## src/rtl/icache_settings.svh

```systemverilog
`ifndef ICACHE_SETTINGS_SVH
`define ICACHE_SETTINGS_SVH

// address and data path widths
`define ICACHE_ADDR_W 32
`define ICACHE_XLEN 64

// geometry per way
`define ICACHE_SETS 64
`define ICACHE_LINE_BEATS 4

// top address nibble that goes through the cache
`define ICACHE_CACHED_REGION 3

`endif

```

## src/rtl/icachePkg.sv

```systemverilog
`include "icache_settings.svh"

package icachePkg;

  // address split derived from the geometry
  localparam int OFFSET_W = $clog2(`ICACHE_XLEN / 8 * `ICACHE_LINE_BEATS);
  localparam int INDEX_W = $clog2(`ICACHE_SETS);
  localparam int TAG_W = `ICACHE_ADDR_W - INDEX_W - OFFSET_W;
  localparam int BEAT_W = $clog2(`ICACHE_LINE_BEATS);

  typedef logic [`ICACHE_ADDR_W-1:0] addr_t;
  typedef logic [`ICACHE_XLEN-1:0] word_t;
  typedef logic [`ICACHE_XLEN*`ICACHE_LINE_BEATS-1:0] line_t;
  typedef logic [TAG_W-1:0] tag_t;
  typedef logic [INDEX_W-1:0] index_t;
  typedef logic [BEAT_W-1:0] beatCnt_t;
  // burst length as beats minus one
  typedef logic [7:0] memLen_t;

  typedef enum logic [2:0] {
    stIdle,
    stCompare,
    stMiss,
    stGetData,
    stReplace,
    stRespond
  } ctrlState_e;

endpackage

```

## src/rtl/icacheCtrl.sv

```systemverilog
`timescale 1ns/1ps
`include "icache_settings.svh"

module icacheCtrl (
  input  logic                  clk,
  input  logic                  rst_n,
  input  logic                  reqValid_i,
  input  icachePkg::addr_t      reqAddr_i,
  output logic                  reqReady_o,
  output logic                  respValid_o,
  input  logic                  respReady_i,
  output icachePkg::word_t      respData_o,
  input  icachePkg::line_t      way1Data_i,
  input  icachePkg::line_t      way2Data_i,
  input  logic                  way1Hit_i,
  input  logic                  way2Hit_i,
  input  icachePkg::line_t      refillLine_i,
  input  logic                  lineDone_i,
  output icachePkg::index_t     lookupIndex_o,
  output icachePkg::tag_t       lookupTag_o,
  output logic                  fillEn_o,
  input  logic                  fillWay_i,
  output logic                  refillActive_o,
  output logic                  sramEn_o,
  output logic                  way1Wen_o,
  output logic                  way2Wen_o,
  output icachePkg::index_t      sramIndex_o,
  output logic                  memReqValid_o,
  input  logic                  memReqReady_i,
  output icachePkg::addr_t      memAddr_o,
  output icachePkg::memLen_t    memLen_o
);

  localparam int RegionW = 4;

  icachePkg::ctrlState_e state, nextState;
  icachePkg::addr_t reqLatch;
  icachePkg::line_t srcLine;
  icachePkg::beatCnt_t wordSel;
  logic cached;
  logic lookupHit;
  logic reqAccept;

  assign cached = reqLatch[`ICACHE_ADDR_W-1 -: RegionW] == RegionW'(`ICACHE_CACHED_REGION);
  assign lookupHit = cached && (way1Hit_i || way2Hit_i);

  // lookup always uses the latched request
  assign lookupIndex_o = reqLatch[icachePkg::OFFSET_W +: icachePkg::INDEX_W];
  assign lookupTag_o = reqLatch[`ICACHE_ADDR_W-1 -: icachePkg::TAG_W];

  // a hit may hand over its response and take the next request together
  assign reqReady_o = (state == icachePkg::stIdle) ||
                      (state == icachePkg::stCompare && lookupHit && respReady_i);
  assign reqAccept = reqValid_i && reqReady_o;

  assign respValid_o = (state == icachePkg::stCompare && lookupHit) ||
                       (state == icachePkg::stRespond);

  always_ff @(posedge clk) begin
    if (reqAccept) begin
      reqLatch <= reqAddr_i;
    end
  end

  always_ff @(posedge clk or negedge rst_n) begin
    if (!rst_n) begin
      state <= icachePkg::stIdle;
    end else begin
      state <= nextState;
    end
  end

  always_comb begin
    nextState = state;
    unique case (state)
      icachePkg::stIdle: begin
        if (reqValid_i) begin
          nextState = icachePkg::stCompare;
        end
      end
      icachePkg::stCompare: begin
        if (!lookupHit) begin
          // uncached reads also take the miss path
          nextState = icachePkg::stMiss;
        end else if (respReady_i && !reqValid_i) begin
          nextState = icachePkg::stIdle;
        end
      end
      icachePkg::stMiss: begin
        if (memReqReady_i) begin
          nextState = icachePkg::stGetData;
        end
      end
      icachePkg::stGetData: begin
        if (lineDone_i) begin
          nextState = cached ? icachePkg::stReplace : icachePkg::stRespond;
        end
      end
      icachePkg::stReplace: begin
        nextState = icachePkg::stRespond;
      end
      icachePkg::stRespond: begin
        if (respReady_i) begin
          nextState = icachePkg::stIdle;
        end
      end
      default: begin
        nextState = icachePkg::stIdle;
      end
    endcase
  end

  // memory side
  assign memReqValid_o = state == icachePkg::stMiss;
  assign memAddr_o = cached ?
      {reqLatch[`ICACHE_ADDR_W-1:icachePkg::OFFSET_W], {icachePkg::OFFSET_W{1'b0}}} :
      reqLatch;
  assign memLen_o = cached ? icachePkg::memLen_t'(`ICACHE_LINE_BEATS - 1) : '0;
  assign refillActive_o = state == icachePkg::stGetData;

  // tag and data written in the same cycle, same way
  assign fillEn_o = state == icachePkg::stReplace;
  assign way1Wen_o = fillEn_o && !fillWay_i;
  assign way2Wen_o = fillEn_o && fillWay_i;

  // stores frozen unless a new request is taken or a line is written
  assign sramEn_o = reqAccept || fillEn_o;
  assign sramIndex_o = fillEn_o ? lookupIndex_o :
                       reqAddr_i[icachePkg::OFFSET_W +: icachePkg::INDEX_W];

  always_comb begin
    if (state == icachePkg::stRespond) begin
      srcLine = refillLine_i;
    end else if (way2Hit_i) begin
      srcLine = way2Data_i;
    end else begin
      srcLine = way1Data_i;
    end
  end

  // uncached data always sits in slot 0
  assign wordSel = (state == icachePkg::stRespond && !cached) ? '0 :
                   reqLatch[icachePkg::OFFSET_W-1 -: icachePkg::BEAT_W];
  assign respData_o = srcLine[wordSel * `ICACHE_XLEN +: `ICACHE_XLEN];

endmodule

```

## config.mk

```make
export PLATFORM = sky130hd
export DESIGN_NAME = icacheCtrl
export DESIGN_NICKNAME = d
export VERILOG_FILES = /design/src/rtl/icachePkg.sv /design/src/rtl/icacheCtrl.sv
export VERILOG_INCLUDE_DIRS = /design/src /design/src/rtl
export SDC_FILE = /design/constraint.sdc
export NUM_CORES = 1
export LEC_CHECK = 0
export BUFFER_PORTS_ARGS = -buffer_cell sky130_fd_sc_hd__buf_4
export CAP_MARGIN = 0
export CORE_AREA = 5 5 368 370
export CTS_CLUSTER_DIAMETER = 50
export DETAILED_ROUTE_END_ITERATION = 12
export DIE_AREA = 0 0 373 375
export GPL_TIMING_DRIVEN = 0
export PLACE_DENSITY = 0.3
export SLEW_MARGIN = 20
export SYNTH_ARGS = -nofsm -noshare
export SYNTH_HDL_FRONTEND = slang
export SYNTH_SLANG_ARGS = --single-unit
```

## constraint.sdc

```tcl
create_clock -name clk -period 6.11 [get_ports clk]
set_input_delay 0.611 -clock clk [delete_from_list [all_inputs] [get_ports clk]]
set_output_delay 0.611 -clock clk [all_outputs]
set_load 0.02 [all_outputs]
```

### After elaboration in Yosys (flattened, before gate mapping)

Index checks and enable logic that the tools add are counted.

| cells by class | value |
|---|---|
| mux-type cells | 14 |
| reductions and logical operators | 17 |
| shift-type cells | 1 |
| equality and inequality tests | 11 |

Operators by type and width:

| cell | number |
|---|---|
| two-way mux 256 bit | 2 |
| variable part select 256 x 9 -> 64 bit | 1 |
| two-way mux 3 bit | 6 |
| one-hot mux 3 bit (6 select lines) | 1 |
| logical AND 1 bit | 8 |
| == test 3 x 2 -> 1 bit (second input constant) | 2 |
| == test 3 bit (second input constant) | 2 |
| two-way mux 6 bit | 1 |
| inequality test 2 bit (second input constant) | 3 |
| two-way mux 5 bit | 1 |
| AND reduction 5 bit | 1 |
| == test 4 x 2 -> 1 bit (second input constant) | 1 |
| logical OR 1 bit | 4 |
| two-way mux 2 bit | 2 |
| == test 3 x 1 -> 1 bit (second input constant) | 1 |
| zero test 1 bit | 3 |
| zero test 3 bit | 1 |
| inequality test 3 x 2 -> 1 bit (second input constant) | 1 |
| inequality test 2 x 1 -> 1 bit (second input constant) | 1 |
| two-way mux 1 bit | 1 |

| storage, ports and cells | value |
|---|---|
| output and inout port bits | 145 |
| input bits | 809 |
| flip-flop bits (word level) | 35 |
| word-level logic and storage cells | 45 |

### Longest topological paths before layout

| logic depth | value |
|---|---|
| depth in word-level cells | 7 |
| gate-level depth with buffers | 9 |
| gate-level depth less buffers | 6 |

### Least setup slack after synthesis

Ideal clock, no wire load.

| path | value |
|---|---|
| path type | input-to-reg |
| from | in way2Hit_i |
| to | reg reqLatch[0], enable pin |
| data arrival time | 2.818 ns |
| required time | 5.718 ns |
| setup time | 0.392 ns |
| stages | 8 |
| setup slack | 2.900 ns |
| path buffers | 3 |
| path through | buf_2 > buf_4 > buf_6 > nor2_1 > nor2_1 > nand2_1 > a211oi_1 > and2_1 |

| between the ends | value |
|---|---|
| cells in the longest elaborated chain, start to end | 6 |

RTL lines:

| item | RTL line | source |
|---|---|---|
| from (decl) | icacheCtrl.sv:16 | `input logic way2Hit_i,` |
| logical OR 1 bit | icacheCtrl.sv:45 | `assign lookupHit = cached && (way1Hit_i \|\| way2Hit_i);` |
| logical AND 1 bit | icacheCtrl.sv:45 |  |
| logical AND 1 bit (2 in series) | icacheCtrl.sv:53 | `(state == icachePkg::stCompare && lookupHit && respReady_i);` |
| logical OR 1 bit | icacheCtrl.sv:52 | `assign reqReady_o = (state == icachePkg::stIdle) \|\|` |
| via reqReady_o | icacheCtrl.sv:9 | `output logic reqReady_o,` |
| logical AND 1 bit | icacheCtrl.sv:54 | `assign reqAccept = reqValid_i && reqReady_o;` |
| via reqAccept | icacheCtrl.sv:42 | `logic reqAccept;` |
| to (signal assigned) | icacheCtrl.sv:61 | `reqLatch <= reqAddr_i;` |
| to (decl) | icacheCtrl.sv:37 | `icachePkg::addr_t reqLatch;` |

The timed path passes the listed nets, and every way through them passes these cells.
A chain may end at the register's enable or synchronous reset.

### Worst setup path in the final report

| path | value |
|---|---|
| from | reg reqLatch[31] |
| to | out respData_o[62] |

| between the ends | value |
|---|---|
| cells in the longest elaborated chain, start to end | 5 |

RTL lines:

| item | RTL line | source |
|---|---|---|
| == test 4 x 2 -> 1 bit | icacheCtrl.sv:44 | `` assign cached = reqLatch[`ICACHE_ADDR_W-1 -: RegionW] == RegionW'(`ICACHE_CACHED_REGION); `` |
| zero test 1 bit | icacheCtrl.sv:142 | `assign wordSel = (state == icachePkg::stRespond && !cached) ? '0 :` |
| logical AND 1 bit | icacheCtrl.sv:142 |  |
| two-way mux 2 bit | icacheCtrl.sv:142 |  |
| variable part select 256 x 9 -> 64 bit | icacheCtrl.sv:144 | `` assign respData_o = srcLine[wordSel * `ICACHE_XLEN +: `ICACHE_XLEN]; `` |
| to (decl) | icacheCtrl.sv:12 | `output icachePkg::word_t respData_o,` |

Every way passes these cells.

==> metrics <==
result of the run=finished clean; Int Pwr=1.85 mW; layout filler cell count=15400; number of global-route vias before repair=16300; post-detail-place hpwl=approximately 120000 microns; RSZ-0062 raised after global routing=false; largest net degree at the start of global routing=26; number of hold buffers added after cts=0; GRT overflow=0; number of clock sinks=35; met3 wire len=just over 10000 microns; Sequential Area=1040 sq um; vias after detailed routing=around 16000; clock slew at reported path FFs=0.06 ns; uppermost layer routed=met5; num rows=134; Synth Cell Area=9990 sq um; cells after synthesis=1385; Multi-input gate area=approximately 7700 sq um; non-filler instance count after layout=4135; final critical-path share of the clock period=0.786; Worst Hold Class=input pin to asynchronous set/reset pin; insertion delay to the later sink of the worst-skew pair=0.30 ns; Worst setup SP type=flop; endpoint of the worst register-to-register path=reqLatch[29]$_DFFE_PP_; final wirelength=between 100000 and 150000 microns; Synth top area share=0.149; cells resized by post-CTS repair=0; switching pwr=2.32 mW; worst-margin pin slew=about 1.3 ns; total DRC errors in the routed layout=0; start-to-end type of the worst setup path=flop to output pin; die span in x=about 370 microns; Total Die Area=140000 sq um; number of instances in the placed design=4106; met1 layer wirelength in the final routing=59200 microns; number of ports placed on the die boundary=roughly 950; highest clock rate=208 MHz; CP Data Arrival Time=4.19 ns; maximum buffer depth of the clock tree=2; initial cell density of the core=0.0755; endpoint kind of the worst setup timing path=output pin; Rel. slew slack=0.127; predominant post-synthesis flop cell=edfxtp_1; Yosys reg bits=35; Post-synth EDFFs=32; Syn-to-layout area delta=96.3%; final number of setup-violating endpoints=0; final worst-path setup slack=1.31 ns; synthesized area per cell=7.21 sq um; YS warnings=0; final net count=3154; routed length on met2=around 61000 microns; fraction of synthesis flops using an asynchronous set or reset pin=0.0857; top post-synthesis cells by count=nor2_1 (180), a21oi_1 (149), mux2i_1 (149); First-pass DRT Iterations=6; global-route total usage across every layer=0.176; worst clock skew on the final layout=0.00581 ns; tightest hold margin=0.0956 ns; post-placement setup slack=1.43 ns; portion of total power attributed to combinational logic=0.843; leading post-synthesis cells by cell area=mux2i_1 (15%), edfxtp_1 (9.6%), a21oi_1 (7.5%); Worst Path Max Fanout=11; post-synthesis mux area share=0.217; top cell type by total area after synthesis=mux2i_1; quantity of I/O buffers inserted on ports=946; routability-driven placement congestion ratio=0.874; ratio of cells with drive above 1 in the final layout=0.525; max-cap violation count=0; Critical Path RT=5.50 ns; post-synthesis simple-gate area fraction=0.203; setup slack of the most critical reg-to-reg path=3.29 ns; average detailed-routed wire length per instance=31.7 microns; die height=375 microns; min cycle time layout=4.80 ns; core region area=about 130000 sq um; arithmetic-cell share of the synthesized area counting full adders, half adders and majority gates=0; final hold violation count=0; Setup Fix Bufs, Post-CTS=0; root buffer cell=clkbuf_16; clock tree from TritonCTS=built; Unique masters post-synth=48; clock group share of total power=0.074; setup TNS=0 ns; CTS H-Tree Depth=2; complex-gate fraction of the synthesized area=0.343; global-route wire length before repair=165000 microns; reg2reg path depth=7; first-iteration detailed-routing DRC count=1170; number of antenna-violating nets in the routed design=0; switching power share of the total=0.557; Reg power frac=0.082; number of slew-limit violations in the final report=0; worst vdd ir=0.228 mV; total power per unit cell area=212 nW/um^2; antenna violations before repair=45; leakage=roughly 8.8 nW; cts bufs inserted=5; combinational family with the most area after synthesis=compound AO/OA/AOI/OAI gates; sequential area share after synthesis=0.104; most instantiated library cell after synthesis=nor2_1; XOR/XNOR Fraction of Synth Area=0; detailed-route vias per instance=~3.8; launching point of the worst reg2reg path=reqLatch[31]$_DFFE_PP_; total power=4.16 mW
-- layout make-up --
type | count | area share
Inverter | 2 | 0.000383
Multi-Input combinational cell | 1133 | 0.390
Clock inverter | 3 | 0.00223
Antenna cell | 21 | 0.00268
Timing Repair Buffer | 948 | 0.365
Tap cell | 1768 | 0.113
Clock buffer | 5 | 0.00638
Sequential cell | 35 | 0.0528
Buffer | 220 | 0.0675
-- cells by family (layout without fill, tap and decap cells) --
logic type      count (synthesis)  after routing
compound gates                490            490
other cells                     1             27
mux                           209            209
simple gates                  428            428
flops                          35             35
buf+inv                       222           1178
-- through the flow --
step | util | cell area [sq um]
floorplan | - | 10000
global placement | 0.146 | 19300
detailed placement | 0.147 | 19400
CTS | 0.148 | 19500
global route | 0.148 | 19600
finish | 0.148 | 19600
-- cells in the final DEF (no fill, tap or decap), drive strengths merged, types with 8 or more instances in the layout --
cell,Yosys,layout
buf,166,1114
nor2,182,182
a21oi,149,149
mux2i,149,149
a211oi,88,88
nand2,63,63
o21ai,61,61
mux2,60,60
clkbuf,54,59
nor2b,55,55
nor3,55,55
o22ai,49,49
o211ai,41,41
edfxtp,32,32
nand3,28,28
and3,27,27
o311ai,27,27
a221oi,27,27
diode,0,21
a22o,20,20
o22a,9,9
a21boi,8,8
o2bb2ai,8,8
-- how the worst max path moves through the flow --
stage	start	endpoint	slack (ns)	depth (start not counted)
after CTS	reqLatch[31]$_DFFE_PP_	respData_o[62]	1.09	8
after floorplan	way2Hit_i	reqLatch[0]$_DFFE_PP_	2.90	8
after global routing	reqLatch[31]$_DFFE_PP_	respData_o[2]	1.06	8
after detailed placement	reqLatch[31]$_DFFE_PP_	respData_o[62]	1.43	8
after global placement	reqLatch[31]$_DFFE_PP_	respData_o[62]	1.43	8
final	reqLatch[31]$_DFFE_PP_	respData_o[62]	1.31	8
-- power groups by stage --
stage                     combinational (mW)  sequential [mW]  clock, mW
after detailed placement                3.56            0.349          0
after global routing                    3.73            0.349      0.339
after global placement                  3.55            0.352          0
after floorplan                         1.66            0.336          0
final                                   3.51            0.343      0.309
after CTS                               3.57            0.345      0.330
-- worst max-delay path, cell delays in order, from the launching register on --
cell and delay, ns:
edfxtp_1 0.49, nand4bb_1 0.32, buf_2 0.34, nor2_2 0.70, buf_2 0.61, a21oi_1 0.13, a21oi_1 0.74, o22a_1 0.34
buf_4 0.19
-- layer usage --
| layer | vias up | global-route usage |
|---|---|---|
| li1 | 7096 | - |
| met2 | 743 | 0.290 |
| met4 | 20 | 0.0100 |
| met3 | 60 | 0.0483 |
| met1 | 7608 | 0.239 |
| met5 | - | 0 |
-- registers in the layout, summed over array words and instances, names as in the netlist --
name,count
state,3
reqLatch,32
Power figures use the tool's default switching activity.
