[config.mk]
export PLATFORM = sky130hd
export DESIGN_NAME = icacheRefill
export DESIGN_NICKNAME = d
export VERILOG_FILES = /design/src/rtl/icachePkg.sv /design/src/rtl/icacheRefill.sv
export VERILOG_INCLUDE_DIRS = /design/src /design/src/rtl
export SDC_FILE = /design/constraint.sdc
export NUM_CORES = 1
export LEC_CHECK = 0
export ABC_AREA = 1
export BUFFER_PORTS_ARGS = -buffer_cell sky130_fd_sc_hd__buf_2
export CORE_MARGIN = 10
export CORE_UTILIZATION = 50
export CTS_BUF_LIST = sky130_fd_sc_hd__clkbuf_4 sky130_fd_sc_hd__clkbuf_8 sky130_fd_sc_hd__clkbuf_16
export DETAILED_ROUTE_END_ITERATION = 6
export PLACE_DENSITY = 0.79
export RECOVER_POWER = 100
export SYNTH_ARGS = -nofsm -noshare
export SYNTH_HDL_FRONTEND = slang
export SYNTH_SLANG_ARGS = --single-unit
[constraint.sdc]
create_clock -name clk -period 5.6 [get_ports clk]
set_input_delay 1.12 -clock clk [delete_from_list [all_inputs] [get_ports clk]]
set_output_delay 1.12 -clock clk [all_outputs]
set_load 0.1 [all_outputs]
[src/rtl/icache_settings.svh]
`ifndef ICACHE_SETTINGS_SVH
`define ICACHE_SETTINGS_SVH

// address and data path widths
`define ICACHE_ADDR_W 32
`define ICACHE_XLEN 64

// geometry per way
`define ICACHE_SETS 64
`define ICACHE_LINE_BEATS 4

// top address nibble that goes through the cache
`define ICACHE_CACHED_REGION 3

`endif

[src/rtl/icachePkg.sv]
`include "icache_settings.svh"

package icachePkg;

  // address split derived from the geometry
  localparam int OFFSET_W = $clog2(`ICACHE_XLEN / 8 * `ICACHE_LINE_BEATS);
  localparam int INDEX_W = $clog2(`ICACHE_SETS);
  localparam int TAG_W = `ICACHE_ADDR_W - INDEX_W - OFFSET_W;
  localparam int BEAT_W = $clog2(`ICACHE_LINE_BEATS);

  typedef logic [`ICACHE_ADDR_W-1:0] addr_t;
  typedef logic [`ICACHE_XLEN-1:0] word_t;
  typedef logic [`ICACHE_XLEN*`ICACHE_LINE_BEATS-1:0] line_t;
  typedef logic [TAG_W-1:0] tag_t;
  typedef logic [INDEX_W-1:0] index_t;
  typedef logic [BEAT_W-1:0] beatCnt_t;
  // burst length as beats minus one
  typedef logic [7:0] memLen_t;

  typedef enum logic [2:0] {
    stIdle,
    stCompare,
    stMiss,
    stGetData,
    stReplace,
    stRespond
  } ctrlState_e;

endpackage

[src/rtl/icacheRefill.sv]
`timescale 1ns/1ps
`include "icache_settings.svh"

module icacheRefill (
  input  logic              clk,
  input  logic              rst_n,
  input  logic              active_i,
  input  logic              memRdValid_i,
  input  logic              memRdLast_i,
  input  icachePkg::word_t  memRdData_i,
  output logic              lineDone_o,
  output icachePkg::line_t  line_o
);

  icachePkg::beatCnt_t beatCnt;
  icachePkg::line_t lineBuf;
  logic beatTake;

  assign beatTake = active_i && memRdValid_i;

  // slot pointer, back to zero after the last beat
  always_ff @(posedge clk or negedge rst_n) begin
    if (!rst_n) begin
      beatCnt <= '0;
    end else if (beatTake) begin
      if (memRdLast_i) begin
        beatCnt <= '0;
      end else begin
        beatCnt <= beatCnt + 1'b1;
      end
    end
  end

  // beats land lowest first, an uncached read only fills slot 0
  always_ff @(posedge clk) begin
    if (beatTake) begin
      lineBuf[beatCnt * `ICACHE_XLEN +: `ICACHE_XLEN] <= memRdData_i;
    end
  end

  assign lineDone_o = beatTake && memRdLast_i;
  assign line_o = lineBuf;

endmodule

-- Word-level counts from Yosys, hierarchy flattened
Index checks and enable logic that the tools add are counted.
- bits in writable memories: 0
- flip-flop bits (word level): 258
- latch bits: 0
- memories: 0
- bits of input ports: 69
- memory bits (read-only): 0
- shifts and indexed selects: 2
- div/mod/pow operators: 0
- $mul: 0
- order comparisons: 0
- multiplexer cells: 2
- bitwise logic cells: 0
- add/subtract/negate cells: 2
- equal/unequal tests: 0
- reduce and logical (&&, ||, !) cells: 2
- operators by type and width (cell ; number):
    $bwmux W256 ; 1
    $shift A64 B34 Y256 const A ; 1
    $shiftx A64 B34 Y256 ; 1
    $neg A8 Y34 ; 1
    $add A2 B1 Y2 const B ; 1
    $logic_and A1 B1 Y1 ; 2
    $mux W2 ; 1

-- Depth between registers and ports, before layout
Gate-level depths: netlist of run 1.
- depth in word-level cells: 3
- mapped depth: 8

-- Worst setup path after synthesis of run 1
Ideal clock, no wire load.
- path kind: input to register
- start point: in active_i
- end point: reg lineBuf[0], in the netlist line_o[0] (enable)
- data arrival time: 3956 ps
- setup time: 487 ps
- data required time: 5113 ps
- buffers on the path: 0
- path slack: 1158 ps
- cell stages on the path: 2
- cells stage by stage: nand2_1 > nor2_1
- cells in the longest elaborated chain, start to end: 1
- ends and longest elaborated chain (what ; line ; text):
    start, declared ; icacheRefill.sv:7 ; input logic active_i,
    $logic_and A1 B1 Y1 ; icacheRefill.sv:19 ; assign beatTake = active_i && memRdValid_i;
    end signal, assigned by index ; icacheRefill.sv:37 ; lineBuf[beatCnt * `ICACHE_XLEN +: `ICACHE_XLEN] <= memRdData_i;
    end, declared ; icacheRefill.sv:16 ; icachePkg::line_t lineBuf;
Every way passes these cells.
A chain may end at the register's enable or synchronous reset.

-- Worst setup path after layout of run 1
- start point: reg beatCnt[0]
- end point: reg lineBuf[0], in the netlist line_o[0] (data pin)
- cells in the longest elaborated chain, start to end: 3
- elaborated cells on any way between the ends: 4
- classes of those cells: add/sub: 1; shift: 2; mux: 1
- ends and longest elaborated chain (what ; line ; text):
    start, declared ; icacheRefill.sv:15 ; icachePkg::beatCnt_t beatCnt;
    start signal, assigned ; icacheRefill.sv:29 ; beatCnt <= beatCnt + 1'b1;
    $neg A8 Y34 (*) ; icacheRefill.sv:37 ;
    $shiftx A64 B34 Y256 / $shift A64 B34 Y256 (equally long branches) ; icacheRefill.sv:37 ;
    $bwmux W256 (*) ; icacheRefill.sv:37 ;
Mark *: on every way between the ends. The rest lies on a longest branch, timed or not.

==> results of run 1 <==
metrics by stage:
stage | hold slack (ps) | worst slack (ps) | total power (W)
after detailed placement | 533 | 2280 | 0.00356
final | 379 | 1400 | 0.00520
after global placement | 522 | 2340 | 0.00354
after CTS | 368 | 2370 | 0.00523
after global routing | 376 | 1150 | 0.00536
after floorplan | 499 | 1160 | 0.00331
power by group:
part	internal [W]	total, W	switching (W)	leakage (nW)
sequential	0.00223	0.00226	0.0000302	2.38
clock	0.000995	0.00170	0.000701	0.419
combinational	0.000164	0.00124	0.00108	1.31
total	0.00339	0.00520	0.00181	4.11
worst min path at each step:
stage	endpoint	cells past startpoint	from
after floorplan	beatCnt[1]	2	beatCnt[1]
after global placement	beatCnt[1]	2	beatCnt[1]
after detailed placement	beatCnt[1]	2	beatCnt[1]
after CTS	beatCnt[1]	1	rst_n
after global routing	beatCnt[0]	1	rst_n
final	beatCnt[0]	1	rst_n
layout make-up:
type                       count  area (sq um)  share of cell area
clock buffer                  32           713              0.0580
clock inverter                15           124              0.0101
tap                          265           332              0.0270
inverter                      10          38.8             0.00315
multi-input combinational    472          1980               0.161
sequential                   258          7740               0.629
timing repair buffer         338          1380               0.112
critical path: cells and delay by family (launching register included):
family	cells	cell delay [ps]
fa+ha+maj	1	420
simple gates	2	620
buf+inv	3	2460
flops	1	440
sequential cells by signal, indices dropped and copies added (netlist names):
name,count
beatCnt,2
line_o,256
cell usage in the layout (no fill, tap or decap):
cell	netlist	final
nor2_1	263	263
clkbuf_1	4	263
edfxtp_1	256	256
nand3_1	129	129
nand2_1	72	74
buf_2	43	67
clkbuf_16	0	27
inv_1	6	8
clkinv_1	0	7
buf_4	6	6
ha_1	5	5
clkbuf_4	0	5
clkinv_2	0	4
dfrtp_1	2	2
bufinv_16	0	2
clkbuf_2	0	2
inv_2	4	1
clkinvlp_2	0	1
nand2_2	3	1
inv_6	0	1
clkinv_4	0	1
cells by family (layout without fill, tap and decap cells):
| logic type | count (synthesis) | in the layout | share of synthesized area |
|---|---|---|---|
| and+or+nand+nor | 467 | 467 | 0.190 |
| DFF | 258 | 258 | 0.766 |
| buffers and inverters | 69 | 395 | 0.0377 |
| adders and majority gates | 5 | 5 | 0.00619 |
synth_stat cells:
cell	instances	area share
ha_1	5	0.0062
nand2_1	72	0.027
clkbuf_1	4	0.0015
nor2_1	263	0.098
dfrtp_1	2	0.0050
inv_2	4	0.0015
buf_2	43	0.021
nand2_2	3	0.0019
edfxtp_1	256	0.76
inv_1	6	0.0022
nand3_1	129	0.064
buf_6	6	0.0067
buf_4	6	0.0045
routing by layer:
layer / track usage / up-vias / routed length, um
met5: 0 / - / 31
met2: 0.391 / 534 / 15600
met3: 0.0725 / 65 / 3960
met1: 0.265 / 3575 / 10900
li1: - / 3367 / -
met4: 0.0773 / 4 / 1010
==> Implementation_results.wiki, run 1 <==
{| class="wikitable"
! Metric !! Value
|-
| CTS HTree Levels || 1
|-
| Worst slew margin relative to its limit || -1.09
|-
| Sum of net half-perimeters after detailed placement || approximately 22000 um
|-
| Total placed instance area || 11900 sq um
|-
| Register-to-register setup slack || 1400 ps
|-
| Element type at the critical path start || flop
|-
| DIE WIDTH || about 160 um
|-
| Startpoint of the worst-slack reg-to-reg timing path || beatCnt[0]
|-
| Vias in the first global route || 7439
|-
| Weighted congestion reported at the end of routability-driven placement || about 0.92
|-
| Sequential area share after synthesis || 0.766
|-
| Number of diodes added for antenna fixing || 0
|-
| Number of nets produced by synthesis || between 800 and 900
|-
| Final setup skew || a little under 10 ps
|-
| Most used cell along the critical path || inv_1
|-
| Share of cells above drive strength 1 || 0.105
|-
| Clk pin slew, worst setup/hold paths || 60 ps
|-
| Layout net count || 1180
|-
| Row cnt || 51
|-
| Number of cells upsized or downsized after cts || 0
|-
| Initial drt markers || roughly 810
|-
| Die outline area || 26300 sq um
|-
| Timing startpoint of the critical path || beatCnt[0]
|-
| I/O Pins || about 330
|-
| Number of clock sinks || ~260
|-
| Number of port buffers || approximately 330
|-
| Remaining antenna violation count after routing || 0
|-
| Post-Synthesis Mean Instance Area || between 10 and 15 sq um
|-
| Mapped Cells || roughly 800
|-
| Status || finished, violations left
|-
| Area of the core || approximately 20000 sq um
|-
| Total congestion overflow || 0
|-
| Avg WL per Cell || between 20 and 25 um
|-
| Slowest cell delay on critical path || between 2000 and 2500 ps
|-
| Number of max-slew violations in the final report || 352
|-
| Final std cell area, no fill || ~12000 sq um
|-
| Instance count after placement with tap cells included || about 1300
|-
| Setup TNS || 0 ps
|-
| Clock tree root buffer cell || clkbuf_16
|-
| Fraction of the core area covered by cells at the end of the flow || 0.626
|-
| Worst R2R Path Depth || 6
|-
| Number of antenna violations at the first check in global routing || 2
|-
| Worst vdd rail ir drop || about 0.0003 V
|-
| Worst-Skew Late Latency || about 520 ps
|-
| Yosys warning total || 0
|-
| Termination of the worst setup path || line_o[0]
|-
| Cell area after technology mapping || a little over 10000 sq um
|-
| Fillers || about 1700
|-
| TritonCTS clock tree || done
|-
| Via count normalized by instance count || around 5.4
|-
| Largest net degree at the start of global routing || 68
|-
| Postcts setup bufs || 0
|-
| Critical-path maximum fanout || 65
|-
| Post-route DRC violation count || 0
|-
| Power density relative to cell area || ~420 nW/um^2
|-
| Critical-path cell list || inv_1 > ha_1 > inv_1 > clkbuf_1 > nand3_1 > nor2_1
|-
| Setup crit end kind || flop
|-
| Worst EP required || 5940 ps
|-
| First-pass GRT wire length || about 46000 um
|-
| Critical Path Slowest Stage Cell || clkbuf_1
|-
| Number of buffers inserted for hold repair after clock tree synthesis || 0
|-
| Number of synthesized register bits || approximately 260
|-
| Setup CP Type || reg -> reg
|-
| Arrival time of the worst setup path || 4540 ps
|-
| Class of the worst hold path || in -> async
|-
| Shortest clock period the worst path allows after layout || ~4200 ps
|-
| Maximum buffer depth of the clock tree || 3
|-
| Transition time at the pin with the least slew margin || 3140 ps
|-
| Lkg Pwr || about 4 nW
|-
| Area Growth Syn to Fin || 21.8%
|-
| Chip Height || around 160 um
|-
| Synth unique cells || 13
|-
| Global routing usage summed across all routing layers || 0.228
|-
| Number of buffers created by CTS || 26
|-
| First-pass iteration count of the detailed router || 5
|-
| Final Hold Vio Count || 0
|-
| Setup repair after global routing missed its margin || false
|-
| Reg2reg end || line_o[0]
|-
| Starting density of the core || 0.514
|-
| F_max || ~0.24 GHz
|-
| Via total after detailed routing || 7545
|-
| Portion of the clock cycle consumed by the worst path in the final layout || 0.750
|-
| Number of max-capacitance violations reported || 9
|-
| Final setup fails || 0
|-
| Number of standard cells in the layout, taps in and fillers out || around 1400
|-
| Failing checks || max-capacitance violations, max-slew violations
|-
| Final wirelength || approximately 32000 um
|}
No activity file was read; power rests on OpenSTA's default activity.
==> run 2: changes to the inputs <==
- CORE_UTILIZATION: 50 -> 46
- PLACE_DENSITY: 0.79 -> 0.76
- clock period: 5.6 -> 3.7 ns (I/O delays scaled with it)
==> Implementation_results.wiki, run 2 (same netlist as run 1, synthesis figures left out) <==
{| class="wikitable"
! Metric !! Value
|-
| Avg WL per Cell || 23.4 um (+3.0%)
|-
| Number of diodes added for antenna fixing || 0 (unchanged)
|-
| Stages on the worst setup path || 6 (unchanged)
|-
| Min Hold Slack || 513 ps (+134 ps)
|-
| CTS HTree Levels || 1 (unchanged)
|-
| Maximum buffer depth of the clock tree || 3 (unchanged)
|-
| Slowest cell delay on critical path || 710 ps (-1490 ps)
|-
| Post-route DRC violation count || 0 (unchanged)
|-
| Clk pin slew, worst setup/hold paths || 60 ps (about the same)
|-
| Combined area of the multi-input logic cells || 2000 sq um (+1.0%)
|-
| Postcts setup bufs || 0 (unchanged)
|-
| Sum of net half-perimeters after detailed placement || 22100 um (+2.7%)
|-
| First-pass iteration count of the detailed router || 6 (+1)
|-
| Vias in the first global route || 7467 (+0.38%)
|-
| Setup repair after global routing missed its margin || false
|-
| Status || finished, violations left
|-
| Share of cells above drive strength 1 || 0.113 (+0.00770)
|-
| Class of the worst hold path || in -> reg
|-
| Shortest clock period the worst path allows after layout || 2900 ps (-1300 ps)
|-
| Most used cell along the critical path || inv_1
|-
| CP Buf/Inv Count || 3 (unchanged)
|-
| Global routing usage summed across all routing layers || 0.220 (-0.00860)
|-
| First-pass GRT wire length || 48200 um (+4.8%)
|-
| Initial drt markers || 839 (+4.1%)
|-
| Portion of the clock cycle consumed by the worst path in the final layout || 0.784 (+0.0338)
|-
| Sequential cell area in the final layout || 7740 sq um (about the same)
|-
| I/O Pins || 326 (unchanged)
|-
| Number of port buffers || 325 (unchanged)
|-
| Number of clock sinks || 258 (unchanged)
|-
| Remaining antenna violation count after routing || 0 (unchanged)
|-
| Area of the core || 21700 sq um (+10%)
|-
| Final Hold Vio Count || 0 (unchanged)
|-
| Cell class contributing the biggest share of worst-path delay || buffers and inverters
|-
| Transition time at the pin with the least slew margin || 1990 ps (-1150 ps)
|-
| Power density relative to cell area || 645 nW/um^2 (+53%)
|-
| Number of antenna violations at the first check in global routing || 0 (-2)
|-
| Fillers || 1891 (+14%)
|-
| Layout net count || 1183 (+0.25%)
|-
| Number of flip-flops under the largest register name || 256 (unchanged)
|-
| Lkg Pwr || 4.18 nW (+1.6%)
|-
| Arrival time of the worst setup path || 3270 ps (-1270 ps)
|-
| F_max || 0.345 GHz (+45%)
|-
| Failing checks || max-capacitance violations, max-slew violations
|-
| Reg2reg end || line_o[242]
|-
| Startpoint of the worst-slack reg-to-reg timing path || beatCnt[0]
|-
| Total congestion overflow || 0 (unchanged)
|-
| Worst vdd rail ir drop || 0.000496 V (+67%)
|-
| Weighted congestion reported at the end of routability-driven placement || 0.849 (-7.6%)
|-
| Critical Path Slowest Stage Cell || inv_1
|-
| Final setup skew || 7.86 ps (-1.94 ps)
|-
| Critical-path cell list || inv_1 > ha_1 > inv_1 > nand2_1 > buf_12 > nor2_1
|-
| Starting density of the core || 0.466 (-0.0482)
|-
| Clock tree root buffer cell || clkbuf_16
|-
| Setup CP Type || reg -> reg
|-
| Worst-Skew Late Latency || 530 ps (about the same)
|-
| Most common cell after layout, fill and taps aside || nor2_1
|-
| Number of max-capacitance violations reported || 3 (-6)
|-
| Area Growth Syn to Fin || 23.4%
|-
| Termination of the worst setup path || line_o[242]
|-
| Number of buffers created by CTS || 26 (unchanged)
|-
| Timing startpoint of the critical path || beatCnt[0]
|-
| TritonCTS clock tree || done
|-
| Largest net degree at the start of global routing || 69 (+1.5%)
|-
| Register-to-register setup slack || 800 ps (-600 ps)
|-
| Chip Height || 168 um (+3.7%)
|-
| Worst R2R Path Depth || 6 (unchanged)
|-
| Via total after detailed routing || 7589 (+0.58%)
|-
| Number of max-slew violations in the final report || 157 (-55%)
|-
| Final std cell area, no fill || 12500 sq um (+1.3%)
|-
| Setup crit end kind || flop
|-
| Worst slew margin relative to its limit || -0.328 (+0.765)
|-
| Die outline area || 28300 sq um (+7.6%)
|-
| DIE WIDTH || 168 um (+3.7%)
|-
| Number of cells upsized or downsized after cts || 0 (unchanged)
|-
| Row cnt || 54 (+5.9%)
|-
| Highest-count cells in the layout ignoring fill and taps || nor2_1, clkbuf_1, edfxtp_1, nand3_1, nand2_1
|-
| Via count normalized by instance count || 5.39 (-0.70%)
|-
| Final wirelength || 32900 um (+4.4%)
|-
| Final setup fails || 0 (unchanged)
|-
| Total placed instance area || 12000 sq um (+0.96%)
|-
| Worst EP required || 4070 ps (-1870 ps)
|-
| Element type at the critical path start || flop
|-
| Critical-path maximum fanout || 56 (-14%)
|}
==> run 2: power by group <==
group	total (W)	internal, W	switching (W)
clock	0.00268	0.00159	0.00110
sequential	0.00341	0.00337	0.0000396
combinational	0.00194	0.000273	0.00167
total	0.00804	0.00523	0.00281
==> run 2: worst min-delay path by stage <==
| stage | startpoint | end | depth (start not counted) |
|---|---|---|---|
| global route | memRdLast_i | beatCnt[1] | 4 |
| detailed placement | rst_n | beatCnt[1] | 1 |
| global placement | rst_n | beatCnt[1] | 1 |
| finish | memRdLast_i | beatCnt[1] | 4 |
| CTS | memRdLast_i | beatCnt[1] | 4 |
| floorplan | rst_n | beatCnt[0] | 0 |
==> run 2: repair_timing <==
action / CTS / global route
endpoints found under the setup margin: 0 / 0
endpoints found under the hold margin: 2 / 0
hold buffers: 1 / 0
==> run 2: worst min-delay path, stage by stage <==
cell and delay (ps):
buf_2 120, nor2_1 50, nand2_1 50, nand2_1 40
==> run 2: per-stage QoR <==
| step | TNS (ps) | power, W | util | setup WS [ps] | std cells |
|---|---|---|---|---|---|
| floorplan | -92790 | 0.00502 | - | -362 | 799 |
| global placement | 0 | 0.00543 | 0.552 | 1220 | 1360 |
| detailed placement | 0 | 0.00546 | 0.552 | 1200 | 1360 |
| CTS | 0 | 0.00812 | 0.592 | 1190 | 1408 |
| global route | 0 | 0.00831 | 0.575 | 623 | 1408 |
| finish | 0 | 0.00804 | 0.575 | 799 | 1408 |
==> run 2: final cells by class <==
type | count | share of cell area
Clock buffer | 33 | 0.0578
Clock inverter | 14 | 0.0117
Inverter | 10 | 0.00321
Multi-Input combinational cell | 472 | 0.160
Sequential cell | 258 | 0.621
Tap cell | 280 | 0.0281
Timing Repair Buffer | 341 | 0.118
==> run 2: layer usage <==
metal	wire, um	track usage
met1	12200	0.283
met2	15900	0.354
met5	0	0
met4	731	0.0590
met3	4050	0.0668
